===== src/hw/cart_pkg.sv =====
`default_nettype none

package cart_pkg;

	localparam int rom_addr_w     = 24;
	localparam int map_rom_addr_w = 23; // coprocessors see 8 MB
	localparam int rom_data_w     = 16;
	localparam int bsram_addr_w   = 20;
	localparam int aram_addr_w    = 16;
	localparam int data_w         = 8;
	localparam int num_slots      = 3;

	typedef logic [num_slots-1:0] map_vec_t;

	// index of a coprocessor in map_vec_t, dlh is the fallback
	typedef enum logic [1:0] {
		slot_gsu  = 2'd0,
		slot_sa1  = 2'd1,
		slot_sdd1 = 2'd2,
		slot_dlh  = 2'd3
	} slot_e;

	typedef struct packed {
		logic [rom_addr_w-1:0] addr;
		logic                  ce_n;
		logic                  oe_n;
		logic                  word; // 16-bit fetch
	} rom_req_t;

	typedef struct packed {
		logic [bsram_addr_w-1:0] addr;
		logic [data_w-1:0]       d;
		logic                    ce_n;
		logic                    oe_n;
		logic                    we_n;
	} bsram_req_t;

	typedef struct packed {
		logic [data_w-1:0] d;
		logic              irq_n;
	} cpu_resp_t;

endpackage

`default_nettype wire


===== src/hw/mem_bus_if.sv =====
`timescale 1ns/1ps
`default_nettype none

// async SRAM style port, strobes active low, no handshake
interface mem_bus #(
	parameter int addr_w = 16
);

	logic [addr_w-1:0]          addr;
	logic [cart_pkg::data_w-1:0] d;
	logic                       ce_n;
	logic                       oe_n;
	logic                       we_n;

	modport master (
		output addr, d, ce_n, oe_n, we_n
	);

	modport slave (
		input addr, d, ce_n, oe_n, we_n
	);

endinterface

`default_nettype wire


===== src/hw/map_control.sv =====
`timescale 1ns/1ps
`default_nettype none

module map_control (
	input  logic               mclk,
	input  logic               rst_n,
	input  cart_pkg::map_vec_t map_active,
	input  logic [7:0]         rom_type,
	input  logic               ss_busy,
	output cart_pkg::slot_e    sel,
	output logic               ss_avail,
	output logic               turbo_allow
);

	cart_pkg::slot_e sel_nxt;

	always_comb begin
		sel_nxt = cart_pkg::slot_dlh; // zero or several active
		if ($onehot(map_active)) begin
			for (int i = 0; i < cart_pkg::num_slots; i++) begin
				if (map_active[i]) begin
					sel_nxt = cart_pkg::slot_e'(i);
				end
			end
		end
	end

	always_ff @(posedge mclk or negedge rst_n) begin
		if (!rst_n) begin
			sel <= cart_pkg::slot_dlh;
		end else begin
			sel <= sel_nxt;
		end
	end

	// plain carts, dspn carts, sa1 and gsu can be saved
	assign ss_avail = ~|rom_type[7:4] | (rom_type[7:6] == 2'b10) |
		map_active[cart_pkg::slot_sa1] | map_active[cart_pkg::slot_gsu];

	assign turbo_allow = ~(map_active[cart_pkg::slot_sa1] |
		map_active[cart_pkg::slot_sdd1] | ss_busy);

endmodule

`default_nettype wire


===== src/hw/map_onehot_mux.sv =====
`timescale 1ns/1ps
`default_nettype none

module map_onehot_mux #(
	parameter type payload_t = logic
) (
	input  cart_pkg::slot_e sel,
	input  payload_t        dflt,
	input  payload_t        slots [cart_pkg::num_slots],
	output payload_t        y
);

	// sel is already decoded, slot_dlh matches no slot
	always_comb begin
		y = dflt;
		for (int i = 0; i < cart_pkg::num_slots; i++) begin
			if (sel == cart_pkg::slot_e'(i)) begin
				y = slots[i];
			end
		end
	end

endmodule

`default_nettype wire


===== src/hw/cart_port_select.sv =====
`timescale 1ns/1ps
`default_nettype none

module cart_port_select (
	input  cart_pkg::slot_e                 sel,
	input  cart_pkg::rom_req_t              dlh_rom,
	input  cart_pkg::rom_req_t              slot_rom [cart_pkg::num_slots],
	input  cart_pkg::bsram_req_t            dlh_bsram,
	input  cart_pkg::bsram_req_t            slot_bsram [cart_pkg::num_slots],
	input  cart_pkg::cpu_resp_t             dlh_resp,
	input  cart_pkg::cpu_resp_t             slot_resp [cart_pkg::num_slots],
	input  logic                            msu_sel,
	input  logic [cart_pkg::data_w-1:0]     msu_do,
	input  logic                            ss_do_ovr,
	input  logic                            ss_rom_ovr,
	input  logic [cart_pkg::data_w-1:0]     ss_do,
	input  logic [cart_pkg::rom_addr_w-1:0] ss_rom_addr,
	output cart_pkg::rom_req_t              rom,
	mem_bus.master                          bsram,
	output logic [cart_pkg::data_w-1:0]     cpu_di,
	output logic                            irq_n
);

	cart_pkg::rom_req_t   rom_ext [cart_pkg::num_slots];
	cart_pkg::rom_req_t   rom_map;
	cart_pkg::bsram_req_t bsram_map;
	cart_pkg::cpu_resp_t  resp_map;

	// coprocessors only reach the lower half of the rom space
	always_comb begin
		for (int i = 0; i < cart_pkg::num_slots; i++) begin
			rom_ext[i]      = slot_rom[i];
			rom_ext[i].addr = cart_pkg::rom_addr_w'(
				slot_rom[i].addr[cart_pkg::map_rom_addr_w-1:0]);
		end
	end

	map_onehot_mux #(.payload_t(cart_pkg::rom_req_t)) u_rom_mux (
		.sel   (sel),
		.dflt  (dlh_rom),
		.slots (rom_ext),
		.y     (rom_map)
	);

	map_onehot_mux #(.payload_t(cart_pkg::bsram_req_t)) u_bsram_mux (
		.sel   (sel),
		.dflt  (dlh_bsram),
		.slots (slot_bsram),
		.y     (bsram_map)
	);

	map_onehot_mux #(.payload_t(cart_pkg::cpu_resp_t)) u_resp_mux (
		.sel   (sel),
		.dflt  (dlh_resp),
		.slots (slot_resp),
		.y     (resp_map)
	);

	always_comb begin
		rom = rom_map;
		if (ss_rom_ovr) begin
			rom.addr = ss_rom_addr;
		end
	end

	always_comb begin
		cpu_di = resp_map.d;
		if (msu_sel) begin
			cpu_di = msu_do;
		end
		if (ss_do_ovr) begin
			cpu_di = ss_do; // save state wins over msu
		end
	end

	assign irq_n = resp_map.irq_n;

	assign bsram.addr = bsram_map.addr;
	assign bsram.d    = bsram_map.d;
	assign bsram.ce_n = bsram_map.ce_n;
	assign bsram.oe_n = bsram_map.oe_n;
	assign bsram.we_n = bsram_map.we_n;

endmodule

`default_nettype wire


===== src/hw/ss_mem_override.sv =====
`timescale 1ns/1ps
`default_nettype none

module ss_mem_override #(
	parameter int addr_w = 16
) (
	mem_bus.slave                       core,
	input  logic                        ss_sel,
	input  logic [addr_w-1:0]           ss_addr,
	input  logic [cart_pkg::data_w-1:0] ss_do,
	input  logic                        pard_n,
	input  logic                        pawr_n,
	mem_bus.master                      mem
);

	always_comb begin
		if (ss_sel) begin
			// engine moves data over the peripheral bus strobes
			mem.addr = ss_addr;
			mem.d    = ss_do;
			mem.ce_n = 1'b0;
			mem.oe_n = pard_n;
			mem.we_n = pawr_n;
		end else begin
			mem.addr = core.addr;
			mem.d    = core.d;
			mem.ce_n = core.ce_n;
			mem.oe_n = core.oe_n;
			mem.we_n = core.we_n;
		end
	end

endmodule

`default_nettype wire


===== src/hw/cart_bus_top.sv =====
`timescale 1ns/1ps
`default_nettype none

module cart_bus_top (
	input  logic                                 mclk,
	input  logic                                 rst_n,
	input  cart_pkg::map_vec_t                   map_active,
	input  logic [7:0]                           rom_type,
	input  logic                                 ss_busy,

	input  logic [cart_pkg::rom_addr_w-1:0]      dlh_rom_addr,
	input  logic                                 dlh_rom_ce_n,
	input  logic                                 dlh_rom_oe_n,
	input  logic                                 dlh_rom_word,
	input  logic [cart_pkg::bsram_addr_w-1:0]    dlh_bsram_addr,
	input  logic [cart_pkg::data_w-1:0]          dlh_bsram_d,
	input  logic                                 dlh_bsram_ce_n,
	input  logic                                 dlh_bsram_oe_n,
	input  logic                                 dlh_bsram_we_n,
	input  logic [cart_pkg::data_w-1:0]          dlh_do,
	input  logic                                 dlh_irq_n,

	input  logic [cart_pkg::num_slots-1:0][cart_pkg::map_rom_addr_w-1:0] slot_rom_addr,
	input  logic [cart_pkg::num_slots-1:0]       slot_rom_ce_n,
	input  logic [cart_pkg::num_slots-1:0]       slot_rom_oe_n,
	input  logic [cart_pkg::num_slots-1:0]       slot_rom_word,
	input  logic [cart_pkg::num_slots-1:0][cart_pkg::bsram_addr_w-1:0] slot_bsram_addr,
	input  logic [cart_pkg::num_slots-1:0][cart_pkg::data_w-1:0] slot_bsram_d,
	input  logic [cart_pkg::num_slots-1:0]       slot_bsram_ce_n,
	input  logic [cart_pkg::num_slots-1:0]       slot_bsram_oe_n,
	input  logic [cart_pkg::num_slots-1:0]       slot_bsram_we_n,
	input  logic [cart_pkg::num_slots-1:0][cart_pkg::data_w-1:0] slot_do,
	input  logic [cart_pkg::num_slots-1:0]       slot_irq_n,

	input  logic                                 msu_sel,
	input  logic [cart_pkg::data_w-1:0]          msu_do,

	input  logic [cart_pkg::data_w-1:0]          ss_do,
	input  logic                                 ss_do_ovr,
	input  logic                                 ss_rom_ovr,
	input  logic [cart_pkg::rom_addr_w-1:0]      ss_rom_addr,
	input  logic [cart_pkg::bsram_addr_w-1:0]    ss_ext_addr,
	input  logic                                 ss_bsram_sel,
	input  logic                                 ss_aram_sel,
	input  logic                                 pard_n,
	input  logic                                 pawr_n,

	input  logic [cart_pkg::aram_addr_w-1:0]     aram_core_addr,
	input  logic [cart_pkg::data_w-1:0]          aram_core_d,
	input  logic                                 aram_core_ce_n,
	input  logic                                 aram_core_oe_n,
	input  logic                                 aram_core_we_n,

	output logic [cart_pkg::rom_addr_w-1:0]      rom_addr,
	output logic                                 rom_ce_n,
	output logic                                 rom_oe_n,
	output logic                                 rom_word,
	output logic [cart_pkg::bsram_addr_w-1:0]    bsram_addr,
	output logic [cart_pkg::data_w-1:0]          bsram_d,
	output logic                                 bsram_ce_n,
	output logic                                 bsram_oe_n,
	output logic                                 bsram_we_n,
	output logic [cart_pkg::aram_addr_w-1:0]     aram_addr,
	output logic [cart_pkg::data_w-1:0]          aram_d,
	output logic                                 aram_ce_n,
	output logic                                 aram_oe_n,
	output logic                                 aram_we_n,
	output logic [cart_pkg::data_w-1:0]          cpu_di,
	output logic                                 irq_n,
	output logic                                 ss_avail,
	output logic                                 turbo_allow
);

	cart_pkg::slot_e      sel;
	cart_pkg::rom_req_t   dlh_rom;
	cart_pkg::rom_req_t   slot_rom [cart_pkg::num_slots];
	cart_pkg::bsram_req_t dlh_bsram;
	cart_pkg::bsram_req_t slot_bsram [cart_pkg::num_slots];
	cart_pkg::cpu_resp_t  dlh_resp;
	cart_pkg::cpu_resp_t  slot_resp [cart_pkg::num_slots];
	cart_pkg::rom_req_t   rom_out;

	mem_bus #(.addr_w(cart_pkg::bsram_addr_w)) bsram_core ();
	mem_bus #(.addr_w(cart_pkg::bsram_addr_w)) bsram_mem ();
	mem_bus #(.addr_w(cart_pkg::aram_addr_w))  aram_core ();
	mem_bus #(.addr_w(cart_pkg::aram_addr_w))  aram_mem ();

	assign dlh_rom   = '{dlh_rom_addr, dlh_rom_ce_n, dlh_rom_oe_n, dlh_rom_word};
	assign dlh_bsram = '{dlh_bsram_addr, dlh_bsram_d, dlh_bsram_ce_n, dlh_bsram_oe_n,
		dlh_bsram_we_n};
	assign dlh_resp  = '{dlh_do, dlh_irq_n};

	for (genvar i = 0; i < cart_pkg::num_slots; i++) begin : g_slot
		assign slot_rom[i] = '{cart_pkg::rom_addr_w'(slot_rom_addr[i]), slot_rom_ce_n[i],
			slot_rom_oe_n[i], slot_rom_word[i]};
		assign slot_bsram[i] = '{slot_bsram_addr[i], slot_bsram_d[i], slot_bsram_ce_n[i],
			slot_bsram_oe_n[i], slot_bsram_we_n[i]};
		assign slot_resp[i] = '{slot_do[i], slot_irq_n[i]};
	end

	assign aram_core.addr = aram_core_addr;
	assign aram_core.d    = aram_core_d;
	assign aram_core.ce_n = aram_core_ce_n;
	assign aram_core.oe_n = aram_core_oe_n;
	assign aram_core.we_n = aram_core_we_n;

	map_control u_map_control (
		.mclk        (mclk),
		.rst_n       (rst_n),
		.map_active  (map_active),
		.rom_type    (rom_type),
		.ss_busy     (ss_busy),
		.sel         (sel),
		.ss_avail    (ss_avail),
		.turbo_allow (turbo_allow)
	);

	cart_port_select u_cart_port_select (
		.sel         (sel),
		.dlh_rom     (dlh_rom),
		.slot_rom    (slot_rom),
		.dlh_bsram   (dlh_bsram),
		.slot_bsram  (slot_bsram),
		.dlh_resp    (dlh_resp),
		.slot_resp   (slot_resp),
		.msu_sel     (msu_sel),
		.msu_do      (msu_do),
		.ss_do_ovr   (ss_do_ovr),
		.ss_rom_ovr  (ss_rom_ovr),
		.ss_do       (ss_do),
		.ss_rom_addr (ss_rom_addr),
		.rom         (rom_out),
		.bsram       (bsram_core),
		.cpu_di      (cpu_di),
		.irq_n       (irq_n)
	);

	ss_mem_override #(.addr_w(cart_pkg::bsram_addr_w)) u_bsram_override (
		.core    (bsram_core),
		.ss_sel  (ss_bsram_sel),
		.ss_addr (ss_ext_addr),
		.ss_do   (ss_do),
		.pard_n  (pard_n),
		.pawr_n  (pawr_n),
		.mem     (bsram_mem)
	);

	ss_mem_override #(.addr_w(cart_pkg::aram_addr_w)) u_aram_override (
		.core    (aram_core),
		.ss_sel  (ss_aram_sel),
		.ss_addr (ss_ext_addr[cart_pkg::aram_addr_w-1:0]), // aram is 64k
		.ss_do   (ss_do),
		.pard_n  (pard_n),
		.pawr_n  (pawr_n),
		.mem     (aram_mem)
	);

	assign rom_addr   = rom_out.addr;
	assign rom_ce_n   = rom_out.ce_n;
	assign rom_oe_n   = rom_out.oe_n;
	assign rom_word   = rom_out.word;

	assign bsram_addr = bsram_mem.addr;
	assign bsram_d    = bsram_mem.d;
	assign bsram_ce_n = bsram_mem.ce_n;
	assign bsram_oe_n = bsram_mem.oe_n;
	assign bsram_we_n = bsram_mem.we_n;

	assign aram_addr  = aram_mem.addr;
	assign aram_d     = aram_mem.d;
	assign aram_ce_n  = aram_mem.ce_n;
	assign aram_oe_n  = aram_mem.oe_n;
	assign aram_we_n  = aram_mem.we_n;

endmodule

`default_nettype wire


===== config.mk =====
export PLATFORM = sky130hd
export DESIGN_NAME = cart_bus_top
export DESIGN_NICKNAME = d
export VERILOG_FILES = /design/src/hw/cart_pkg.sv /design/src/hw/mem_bus_if.sv /design/src/hw/map_control.sv /design/src/hw/map_onehot_mux.sv /design/src/hw/cart_port_select.sv /design/src/hw/ss_mem_override.sv /design/src/hw/cart_bus_top.sv
export SDC_FILE = /design/constraint.sdc
export NUM_CORES = 1
export LEC_CHECK = 0
export ABC_CLOCK_PERIOD_IN_PS = 2500
export BUFFER_PORTS_ARGS = -buffer_cell sky130_fd_sc_hd__buf_2
export CAP_MARGIN = 40
export CORE_AREA = 2 2 181 183
export CTS_CLUSTER_SIZE = 30
export DETAILED_ROUTE_END_ITERATION = 7
export DIE_AREA = 0 0 183 185
export GPL_ROUTABILITY_DRIVEN = 0
export SYNTH_ARGS = -nofsm -noshare
export SYNTH_HDL_FRONTEND = slang
export SYNTH_HIERARCHICAL = 1
export SYNTH_SLANG_ARGS = --single-unit

===== constraint.sdc =====
create_clock -name mclk -period 2.5 [get_ports mclk]
set_input_delay 0.375 -clock mclk [delete_from_list [all_inputs] [get_ports mclk]]
set_output_delay 0.375 -clock mclk [all_outputs]
set_load 0.02 [all_outputs]

After elaboration in Yosys (flattened, before gate mapping)
Index checks and enable logic that the tools add are counted.
- $add $sub $neg: 2
- multiply operators: 0
- divide/modulo/power cells: 0
- $lt $le $gt $ge: 0
- equality and inequality tests: 4
- shifts and indexed selects: 0
- mux-type cells: 26
- bitwise operators: 6
- reduce and logical (&&, ||, !) cells: 3
- operator list (operator ; count):
    $mux 31 ; 3
    $mux 27 ; 3
    $mux 8 ; 4
    $mux 9 ; 3
    $mux 24 ; 1
    $mux 20 ; 1
    $mux 16 ; 1
    $mux 2 ; 4
    $mux 1 ; 6
    $or 1x1->1 ; 5
    $eq 2x1->1 const B ; 2
    $eq 2x2->1 const B ; 2
    $reduce_or 4->1 ; 1
    $add 1x1->2 ; 1
    $add 2x1->2 ; 1
    $logic_not 2->1 ; 1
    $logic_not 1->1 ; 1
    $not 1->1 ; 1
- flip-flop bits (word level): 2
- latch bits: 0
- RAM bits: 0
- memory bits (read-only): 0
- output and inout port bits: 96
- memories kept: 0

Depth between registers and ports, before layout
Gate-level depths: netlist of the first run.
- depth in word-level cells: 6
- gate-level depth with buffers: 4

Modules after synthesis
Netlist of the first run, hierarchy kept.
- by module, submodules not included (module ; instances ; cells each ; area each (um^2) ; seq. area each (um^2)):
    map_onehot_mux (u_cart_port_select.u_bsram_mux) ; 1 ; 37 ; 750.7 ; 0.0
    map_onehot_mux (u_cart_port_select.u_rom_mux) ; 1 ; 33 ; 700.7 ; 0.0
    cart_port_select ; 1 ; 54 ; 563.0 ; 0.0
    ss_mem_override (u_aram_override) ; 1 ; 30 ; 421.7 ; 0.0
    ss_mem_override (u_bsram_override) ; 1 ; 34 ; 377.9 ; 0.0
    map_onehot_mux (u_cart_port_select.u_resp_mux) ; 1 ; 11 ; 219.0 ; 0.0
    map_control ; 1 ; 13 ; 136.4 ; 52.6
    cart_bus_top ; 1 ; 1 ; 3.8 ; 0.0

Worst setup path before layout of the first run
Ideal clock, no wire load.
- path type: register to output
- start point: reg u_map_control.sel[0]
- end point: out rom_addr[10] (netlist name)
- arrival: 1706 ps
- setup slack: 419 ps
- cell stages (with the launch flop): 5
- path buffers: 2
- cell sequence: dfstp_2 -> buf_6 -> buf_12 -> mux4_2 -> mux2_4
- RTL lines (what ; line ; source):
    from (decl) ; map_control.sv:10 ; output cart_pkg::slot_e sel,
    from (signal assigned) ; map_control.sv:30 ; sel <= cart_pkg::slot_dlh;
    from (signal assigned) ; map_control.sv:32 ; sel <= sel_nxt;
    to (decl) ; cart_bus_top.sv:54 ; output logic [cart_pkg::rom_addr_w-1:0] rom_addr,

==> key figures, run 1 <==
Die
  – Ports: approximately 470
  – Die H: between 150 and 200 um
  – DIE AREA: between 30000 and 40000 um^2
  – Core area: roughly 32000 um^2
  – Horiz. Die Dim: around 180 um
  – Starting Density: under 10%
  – Rows: 66

Clock tree
  – Maximum clock path buffer count: 2
  – CTS Buf Count: 3
  – Root buf cell: clkbuf_16
  – Htree depth: 1
  – CTS tree: built
  – CTS Hold Buffers Added: 0
  – CTS sink count: 2
  – Clk slew on worst S/H paths: approximately 0.03 ns

Cells and area
  – Layout cells sized above 1: 93.5%
  – Largest register FFs: 2
  – Finished Layout Cells: between 1000 and 1500
  – Final Cell Area: around 6300 um^2
  – Synthesis-to-finish area growth: 98.7%
  – Final net count: roughly 1100
  – Biggest register: u_map_control/sel
  – Final core occ: between 15 and 20%
  – Top flop regs: u_map_control/sel x2

Route
  – Routed Antenna Nets: 0
  – Vias per cell: between 3 and 4
  – Via count: 4140
  – Drt drc: 0
  – DRT Wirelength: around 19000 um
  – DR pass1 iterations: 5
  – Per-cell routed wire length: roughly 17 um
  – Drt initial violations: 110

GRT
  – Grt total ovfl: 0
  – Pin count of the biggest net entering global routing: 30
  – Initial antenna violation count: 4
  – Gr usage total: 9.73%
  – First-pass GRT wire length: around 24000 um
  – Vias in the first global route: just under 4000

Placement
  – HPWL Detailed: 15700 um
  – # port buffers: 464
  – Placed Cells: roughly 1100
  – Placed cell area: 5920 um^2

Pwr
  – Static Leak: around 0.0033 uW
  – Net Sw Power: between 600 and 700 uW
  – Pwr Total: between 1500 and 2000 uW
  – Flop pwr share: under 10%
  – Int Power: between 1000 and 1500 uW
  – Sw frac: around two fifths
  – Power per cell area: 277 nW/um^2
  – Clock power frac: about 14%
  – VDD IR max: between 200 and 300 uV
  – Logic pwr share: 83.3%

Setup path
  – Required time worst endpoint: between 2 and 2.5 ns
  – CP endpoint kind: primary output
  – Crit-path slowest cell: dfstp_4
  – Worst EP arrival: 2.16 ns
  – Worst Path Buf+Inv: 3
  – Max FO, Critical Path: 16
  – Worst path top cell family by delay: multiplexers
  – Startpoint Class: register
  – Critical Path Max Stage Delay: between 0.6 and 0.7 ns
  – Setup CP Type: register to primary output
  – CP Cell Sequence: buf_16 -> buf_6 -> mux4_2 -> mux2_4 -> buf_2

Timing
  – Setup repair after global routing missed its margin: true
  – Worst setup margin: -0.0382 ns
  – Slew Viols, Final: 0
  – Final Hold Vio Count: 0
  – Fin crit share: 102%
  – Finish-stage setup viols: 13
  – Fmax: approximately 400 MHz
  – Min Tclk post-route: between 2 and 3 ns

Flow run
  – Number of max-cap violations: 0

Min path
  – Hold WC Path Type: input port to async pin

Status
  – Status: finished, violations left
  – Failing checks: negative setup slack

Synthesis
  – Syn avg cell area: between 10 and 15 um^2
  – Synth Warn #: 6
  – Post-Syn Instances: about 210
  – Mapped Area: between 3000 and 4000 um^2
[cell type report]
| cell class | count | area, um^2 |
|---|---|---|
| fill | 3558 | 25700 |
| multi-input combinational | 184 | 2850 |
| timing repair buffer | 485 | 2780 |
| tap | 408 | 510 |
| clock buffer | 3 | 75.1 |
| sequential | 2 | 60.1 |
| inverter | 3 | 11.3 |
| antenna | 3 | 7.51 |
[layout by cell type (no fill, tap or decap)]
cell / n
buf_8: 1
mux2_2: 38
fa_1: 1
o21ba_1: 1
mux4_1: 6
mux2i_1: 7
mux4_2: 61
nand2_1: 8
inv_1: 3
nor2b_1: 4
o21ai_0: 4
buf_4: 5
mux2_4: 42
nor3_1: 1
diode_2: 3
buf_16: 5
o21ai_1: 5
dfstp_4: 2
buf_6: 21
conb_1: 3
mux2i_4: 1
o211ai_1: 1
clkbuf_16: 3
buf_2: 447
o211ai_2: 1
buf_12: 6
[power groups by stage]
stage | combinational (uW) | sequential [uW] | clock (uW)
after floorplan | 810 | 41.4 | 0
final | 1460 | 50.5 | 241
after detailed placement | 1340 | 48.8 | 0
after global placement | 1320 | 48.3 | 0
after global routing | 1550 | 51.5 | 252
after CTS | 1450 | 50.9 | 246
[per-layer routing]
layer / global-route usage, % / part of all wire [%] / vias to the layer above / routed length (um)
met5: 0 / 0 / - / 0
met4: 3.26 / 2.2 / 0 / 421
met3: 1.02 / 7.2 / 21 / 1370
met2: 17.8 / 51 / 291 / 9740
met1: 11.9 / 39 / 1974 / 7430
li1: - / - / 1854 / -
[through the flow]
| step | worst slack, ns | setup TNS, ns | hold WS (ns) |
|---|---|---|---|
| 2_1_floorplan | 0.419 | 0 | 0.227 |
| 3_3_place_gp | 0.114 | 0 | 0.327 |
| 5_1_grt | -0.0847 | -1.97 | 0.100 |
| 4_1_cts | -0.0632 | -1.01 | 0.0987 |
| 3_5_place_dp | 0.107 | 0 | 0.330 |
| 6_report | -0.0382 | -0.122 | 0.101 |
[final timing paths]
kind	slack, ns	end	from	depth (start not counted)
worst max-delay path	-0.04	rom_addr[20]	u_map_control/sel[0]$_DFF_PN1_	5
worst min-delay path	0.10	u_map_control/sel[1]$_DFF_PN1_	rst_n	1
max in group asynchronous	2.38	u_map_control/sel[0]$_DFF_PN1_	rst_n	1
min in group mclk	0.34	u_map_control/sel[0]$_DFF_PN1_	map_active[2]	2
[timing repair]
action                                  4_1_cts  5_1_grt
endpoints found under the setup margin       33       57
cloned                                        4        0
resized for setup                            30       27
setup buffers                                 4        0
Note: power is estimated with default switching activity, not from simulation.
==> run 2: changes to the inputs <==
--- a/config.mk
+++ b/config.mk
@@ -6,8 +6,7 @@
 export NUM_CORES = 1
 export LEC_CHECK = 0
 export ABC_CLOCK_PERIOD_IN_PS = 2500
-export BUFFER_PORTS_ARGS = -buffer_cell sky130_fd_sc_hd__buf_2
-export CAP_MARGIN = 40
+export BUFFER_PORTS_ARGS = -buffer_cell sky130_fd_sc_hd__buf_4
 export CORE_AREA = 2 2 181 183
 export CTS_CLUSTER_SIZE = 30
 export DETAILED_ROUTE_END_ITERATION = 7
==> key figures, run 2 (synthesis results as in run 1) <==
Route
  – Per-cell routed wire length: 18.7 um (was 17.4 um)
  – Drt drc: 0 (unchanged)
  – Vias per cell: 3.79 (was 3.81)
  – Via count: 4128 (was 4140)
  – DR pass1 iterations: 4 (was 5)
  – DRT Wirelength: 20400 um (was 19000 um)
  – Routed Antenna Nets: 0 (unchanged)
  – Drt initial violations: 110 (unchanged)

GRT
  – Grt total ovfl: 0 (unchanged)
  – Pin count of the biggest net entering global routing: 32 (was 30)
  – Vias in the first global route: 4398 (was 3977)
  – First-pass GRT wire length: 26900 um (was 24100 um)
  – Initial antenna violation count: 1 (was 4)
  – Gr usage total: 10.8% (was 9.73%)

Cells and area
  – Layout cells sized above 1: 94.1% (was 93.5%)
  – Largest register FFs: 2 (unchanged)
  – Most common cell after layout, fill and taps aside: buf_4 (was buf_2)
  – Top flop regs: u_map_control/sel x2 (unchanged)
  – Biggest register: u_map_control/sel (unchanged)
  – Final net count: 1054 (was 1053)
  – Synthesis-to-finish area growth: 140% (was 98.7%)
  – Most frequent cells in the layout: buf_4 (426), mux4_2 (64), mux2_4 (53) (was buf_2 (447), mux4_2 (61), mux2_4 (42))
  – Finished Layout Cells: 1088 (unchanged)
  – Final Cell Area: 7590 um^2 (was 6300 um^2)

Setup path
  – Worst path top cell family by delay: multiplexers (unchanged)
  – Startpoint Class: register (unchanged)
  – CP most frequent cell: buf_4
  – Setup CP Type: register to primary output (unchanged)
  – Required time worst endpoint: 2.12 ns (about the same)
  – CP Cell Sequence: buf_16 -> buf_4 -> mux4_2 -> mux2_4 -> buf_4 (was buf_16 -> buf_6 -> mux4_2 -> mux2_4 -> buf_2)
  – Max FO, Critical Path: 13 (was 16)
  – Worst EP arrival: 2.17 ns (was 2.16 ns)
  – Worst Path Buf+Inv: 3 (unchanged)
  – Crit-path slowest cell: dfstp_4 (unchanged)
  – Critical Path Max Stage Delay: 0.68 ns (was 0.67 ns)
  – CP endpoint kind: primary output (unchanged)

Pwr
  – Pwr Total: 2080 uW (was 1750 uW)
  – VDD IR max: 328 uV (was 289 uV)
  – Static Leak: 0.00373 uW (was 0.00326 uW)
  – Power per cell area: 274 nW/um^2 (was 277 nW/um^2)

Timing
  – Rel. slew slack: between 60 and 70%
  – Worst Max-Slew Pin Slew: approximately 0.58 ns
  – Worst setup margin: -0.0406 ns (was -0.0382 ns)
  – Setup_tns: -0.451 ns (was -0.122 ns)
  – Fin crit share: 102% (about the same)
  – Min Tclk post-route: 2.54 ns (about the same)
  – Setup repair after global routing missed its margin: true (unchanged)
  – Final Hold Vio Count: 0 (unchanged)
  – Fmax: 394 MHz (about the same)
  – Slew Viols, Final: 0 (unchanged)
  – Finish-stage setup viols: 24 (was 13)

Clock tree
  – CTS sink count: 2 (unchanged)
  – CTS tree: built (unchanged)
  – Maximum clock path buffer count: 2 (unchanged)
  – Htree depth: 1 (unchanged)
  – Root buf cell: clkbuf_16 (unchanged)
  – Clk slew on worst S/H paths: 0.03 ns (about the same)
  – CTS Hold Buffers Added: 0 (unchanged)
  – CTS Buf Count: 3 (unchanged)

Placement
  – # port buffers: 464 (unchanged)
  – Place WS: 0.108 ns (was 0.107 ns)
  – HPWL Detailed: 16500 um (was 15700 um)
  – Placed Cells: 1067 (was 1075)
  – Placed cell area: 6990 um^2 (was 5920 um^2)

Die
  – Horiz. Die Dim: 183 um (unchanged)
  – DIE AREA: 33900 um^2 (unchanged)
  – Ports: 469 (unchanged)
  – Rows: 66 (unchanged)
  – Die H: 185 um (unchanged)
  – Core area: 32000 um^2 (unchanged)
  – Starting Density: 9.89% (unchanged)

Flow run
  – Number of max-cap violations: 0 (unchanged)

Status
  – Status: finished, violations left (unchanged)
  – Failing checks: negative setup slack (unchanged)

Min path
  – Hold WC Path Type: input port to async pin (unchanged)
## run 2: area by class of cell
class | count | area [um^2]
timing repair buffer | 486 | 4050
clock buffer | 3 | 75.1
tap | 408 | 510
sequential | 2 | 60.1
fill | 3469 | 24400
antenna | 2 | 5.00
inverter | 3 | 11.3
multi-input combinational | 184 | 2880
## run 2: worst paths after layout
kind                                                 from                             end  slack [ns]  cells after the start
setup / recovery           u_map_control/sel[0]$_DFF_PN1_                    rom_addr[15]       -0.04                      5
hold / removal                                      rst_n  u_map_control/sel[1]$_DFF_PN1_        0.09                      1
max in group asynchronous                           rst_n  u_map_control/sel[0]$_DFF_PN1_        2.39                      1
min in group mclk                           map_active[2]  u_map_control/sel[0]$_DFF_PN1_        0.32                      2
## run 2: metal layers
metal	global-route usage [%]	routed length, um	vias to the layer above
met2	20.9	10900	274
li1	-	-	1856
met5	0	0	-
met1	12.5	7600	1986
met3	1.75	1620	12
met4	1.92	203	0
## run 2: through the flow
stage / utilization (%) / hold WS [ns]
floorplan: - / 0.227
global placement: 21.8 / 0.321
detailed placement: 21.8 / 0.323
CTS: 23.1 / 0.0881
global route: 23.7 / 0.0915
finish: 23.7 / 0.0900
## run 2: what timing repair did
item | CTS | global route
setup endpoints to repair | 54 | 61
gates cloned | 4 | 1
endpoints found under the hold margin | 0 | 0
gates resized for setup | 63 | 19
setup buffers | 4 | 7
## run 2: power breakdown
group | internal (uW) | switching (uW)
sequential | 38.7 | 10.3
combinational | 1110 | 671
clock | 204 | 41.5
total | 1350 | 722
==> run 3: changes to the inputs <==
--- a/config.mk
+++ b/config.mk
@@ -6,11 +6,11 @@
 export NUM_CORES = 1
 export LEC_CHECK = 0
 export ABC_CLOCK_PERIOD_IN_PS = 2500
-export BUFFER_PORTS_ARGS = -buffer_cell sky130_fd_sc_hd__buf_4
-export CORE_AREA = 2 2 181 183
+export CORE_AREA = 2 2 183 185
 export CTS_CLUSTER_SIZE = 30
 export DETAILED_ROUTE_END_ITERATION = 7
-export DIE_AREA = 0 0 183 185
+export DIE_AREA = 0 0 185 187
+export DONT_BUFFER_PORTS = 1
 export GPL_ROUTABILITY_DRIVEN = 0
 export SYNTH_ARGS = -nofsm -noshare
 export SYNTH_HDL_FRONTEND = slang
==> key figures, run 3 (synthesis results as in run 1) <==
Status
  – Status: completed (was finished, violations left)

Route
  – Per-cell routed wire length: 25.6 um (was 18.7 um)
  – Drt initial violations: 129 (was 110)
  – Vias per cell: 3.67 (was 3.79)
  – DR pass1 iterations: 4 (unchanged)
  – Via count: 2443 (was 4128)
  – Drt drc: 0 (unchanged)
  – Routed Antenna Nets: 0 (unchanged)
  – DRT Wirelength: 17000 um (was 20400 um)

Setup path
  – CP most frequent cell: buf_16 (was buf_4)
  – CP Cell Sequence: buf_16 -> buf_16 -> mux4_2 -> mux2_4 (was buf_16 -> buf_4 -> mux4_2 -> mux2_4 -> buf_4)
  – Required time worst endpoint: 2.12 ns (about the same)
  – Max FO, Critical Path: 6 (was 13)
  – Critical Path Max Stage Delay: 0.68 ns (about the same)
  – Startpoint Class: register (unchanged)
  – Worst EP arrival: 2.11 ns (was 2.17 ns)
  – Setup CP Type: register to primary output (unchanged)
  – Worst Path Buf+Inv: 2 (was 3)
  – Crit-path slowest cell: dfstp_4 (unchanged)
  – Worst path top cell family by delay: multiplexers (unchanged)
  – CP endpoint kind: primary output (unchanged)

Flow run
  – Number of max-cap violations: 0 (unchanged)

Pwr
  – Static Leak: 0.00137 uW (was 0.00373 uW)
  – Net Sw Power: 486 uW (was 722 uW)
  – Clock power frac: 19.9% (was 11.8%)
  – Int Power: 721 uW (was 1350 uW)
  – Logic pwr share: 75.6% (was 85.8%)
  – Sw frac: 40.3% (was 34.8%)
  – Flop pwr share: 4.5% (was 2.4%)
  – Power per cell area: 312 nW/um^2 (was 274 nW/um^2)
  – Pwr Total: 1210 uW (was 2080 uW)
  – VDD IR max: 344 uV (was 328 uV)

Cells and area
  – Top flop regs: u_map_control/sel x2 (unchanged)
  – Final net count: 586 (was 1054)
  – Largest register FFs: 2 (unchanged)
  – Final Cell Area: 3860 um^2 (was 7590 um^2)
  – Most common cell after layout, fill and taps aside: mux4_2 (was buf_4)
  – Synthesis-to-finish area growth: 21.8% (was 140%)
  – Finished Layout Cells: 666 (was 1088)
  – Biggest register: u_map_control/sel (unchanged)
  – Final core occ: 11.7% (was 23.7%)
  – Layout cells sized above 1: 79.0% (was 94.1%)
  – Most frequent cells in the layout: mux4_2 (61), mux2_4 (45), mux2_2 (35) (was buf_4 (426), mux4_2 (64), mux2_4 (53))

Clock tree
  – CTS tree: built (unchanged)
  – CTS Buf Count: 3 (unchanged)
  – Htree depth: 1 (unchanged)
  – Maximum clock path buffer count: 2 (unchanged)
  – Clk slew on worst S/H paths: 0.03 ns (about the same)
  – CTS sink count: 2 (unchanged)
  – Root buf cell: clkbuf_16 (unchanged)

GRT
  – Initial antenna violation count: 8 (was 1)
  – Pin count of the biggest net entering global routing: 32 (unchanged)
  – First-pass GRT wire length: 20900 um (was 26900 um)
  – Grt total ovfl: 0 (unchanged)
  – Gr usage total: 8.86% (was 10.8%)
  – Vias in the first global route: 2614 (was 4398)

Timing
  – Rel. slew slack: 55.9% (was 61.1%)
  – Setup repair after global routing missed its margin: true (unchanged)
  – Final Hold Vio Count: 0 (unchanged)
  – Fin crit share: 99.6% (was 102%)
  – Fmax: 402 MHz (was 394 MHz)
  – Finish-stage setup viols: 0 (was 24)
  – Min Tclk post-route: 2.49 ns (was 2.54 ns)
  – Slew Viols, Final: 0 (unchanged)
  – Setup_tns: 0 ns (was -0.451 ns)
  – Worst Max-Slew Pin Slew: 0.655 ns (was 0.583 ns)

Min path
  – Hold WC Path Type: input port to register (was input port to async pin)

Die
  – Ports: 469 (unchanged)
  – DIE AREA: 34600 um^2 (was 33900 um^2)
  – Rows: 67 (was 66)
  – Horiz. Die Dim: 185 um (was 183 um)
  – Starting Density: 9.64% (was 9.89%)
  – Core area: 32900 um^2 (was 32000 um^2)
  – Die H: 187 um (was 185 um)

Placement
  – Placed cell area: 3580 um^2 (was 6990 um^2)
  – Placed Cells: 646 (was 1067)
  – # port buffers: 0 (was 464)
## run 3: cell count changes in the layout (fill, tap and decap cells not counted), sizes merged
cell	before	now
diode	2	8
buf	485	17
clkbuf	4	3
dlygate4sd3	0	1
## run 3: final timing paths
path | start | end | slack, ns | cells after the start
setup / recovery | u_map_control/sel[0]$_DFF_PN1_ | rom_addr[21] | 0.01 | 4
min in group asynchronous | rst_n | u_map_control/sel[1]$_DFF_PN1_ | 0.58 | 1
max in group asynchronous | rst_n | u_map_control/sel[0]$_DFF_PN1_ | 1.90 | 1
hold / removal | map_active[2] | u_map_control/sel[0]$_DFF_PN1_ | 0.24 | 1
## run 3: routing by layer
layer / GRT usage, % / vias to the layer above / share of wire, %
met3: 2.18 / 20 / 10
met4: 2.47 / 0 / 3.0
met2: 16.8 / 291 / 52
li1: - / 925 / -
met1: 9.67 / 1207 / 35
met5: 0 / - / 0
## run 3: layout make-up
class	instances	area (um^2)
inverter	3	11.3
fill	3702	29000
clock buffer	3	75.1
tap	448	561
multi-input combinational	184	2860
sequential	2	60.1
antenna	8	20.0
timing repair buffer	18	279
## run 3: power by group through the flow
stage | clock network, uW | logic, uW | registers (uW)
3_5_place_dp | 0 | 854 | 50.5
4_1_cts | 243 | 926 | 53.5
2_1_floorplan | 0 | 810 | 41.4
5_1_grt | 248 | 962 | 54.8
6_report | 240 | 913 | 53.9
3_3_place_gp | 0 | 849 | 49.8
## run 3: per-stage QoR
step	hold WS, ns	worst slack, ns
6_report	0.242	0.0101
3_5_place_dp	0.229	0.0867
4_1_cts	0.245	-0.0796
5_1_grt	0.237	-0.0538
3_3_place_gp	0.229	0.105
2_1_floorplan	0.227	0.419
## run 3: timing repair
| action | CTS | global route |
|---|---|---|
| endpoints found under the setup margin | 44 | 20 |
| cloned | 4 | 0 |
| hold buffers | 1 | 0 |
| endpoints found under the hold margin | 2 | 0 |
| gates resized for setup | 14 | 13 |
| setup buffers | 2 | 4 |
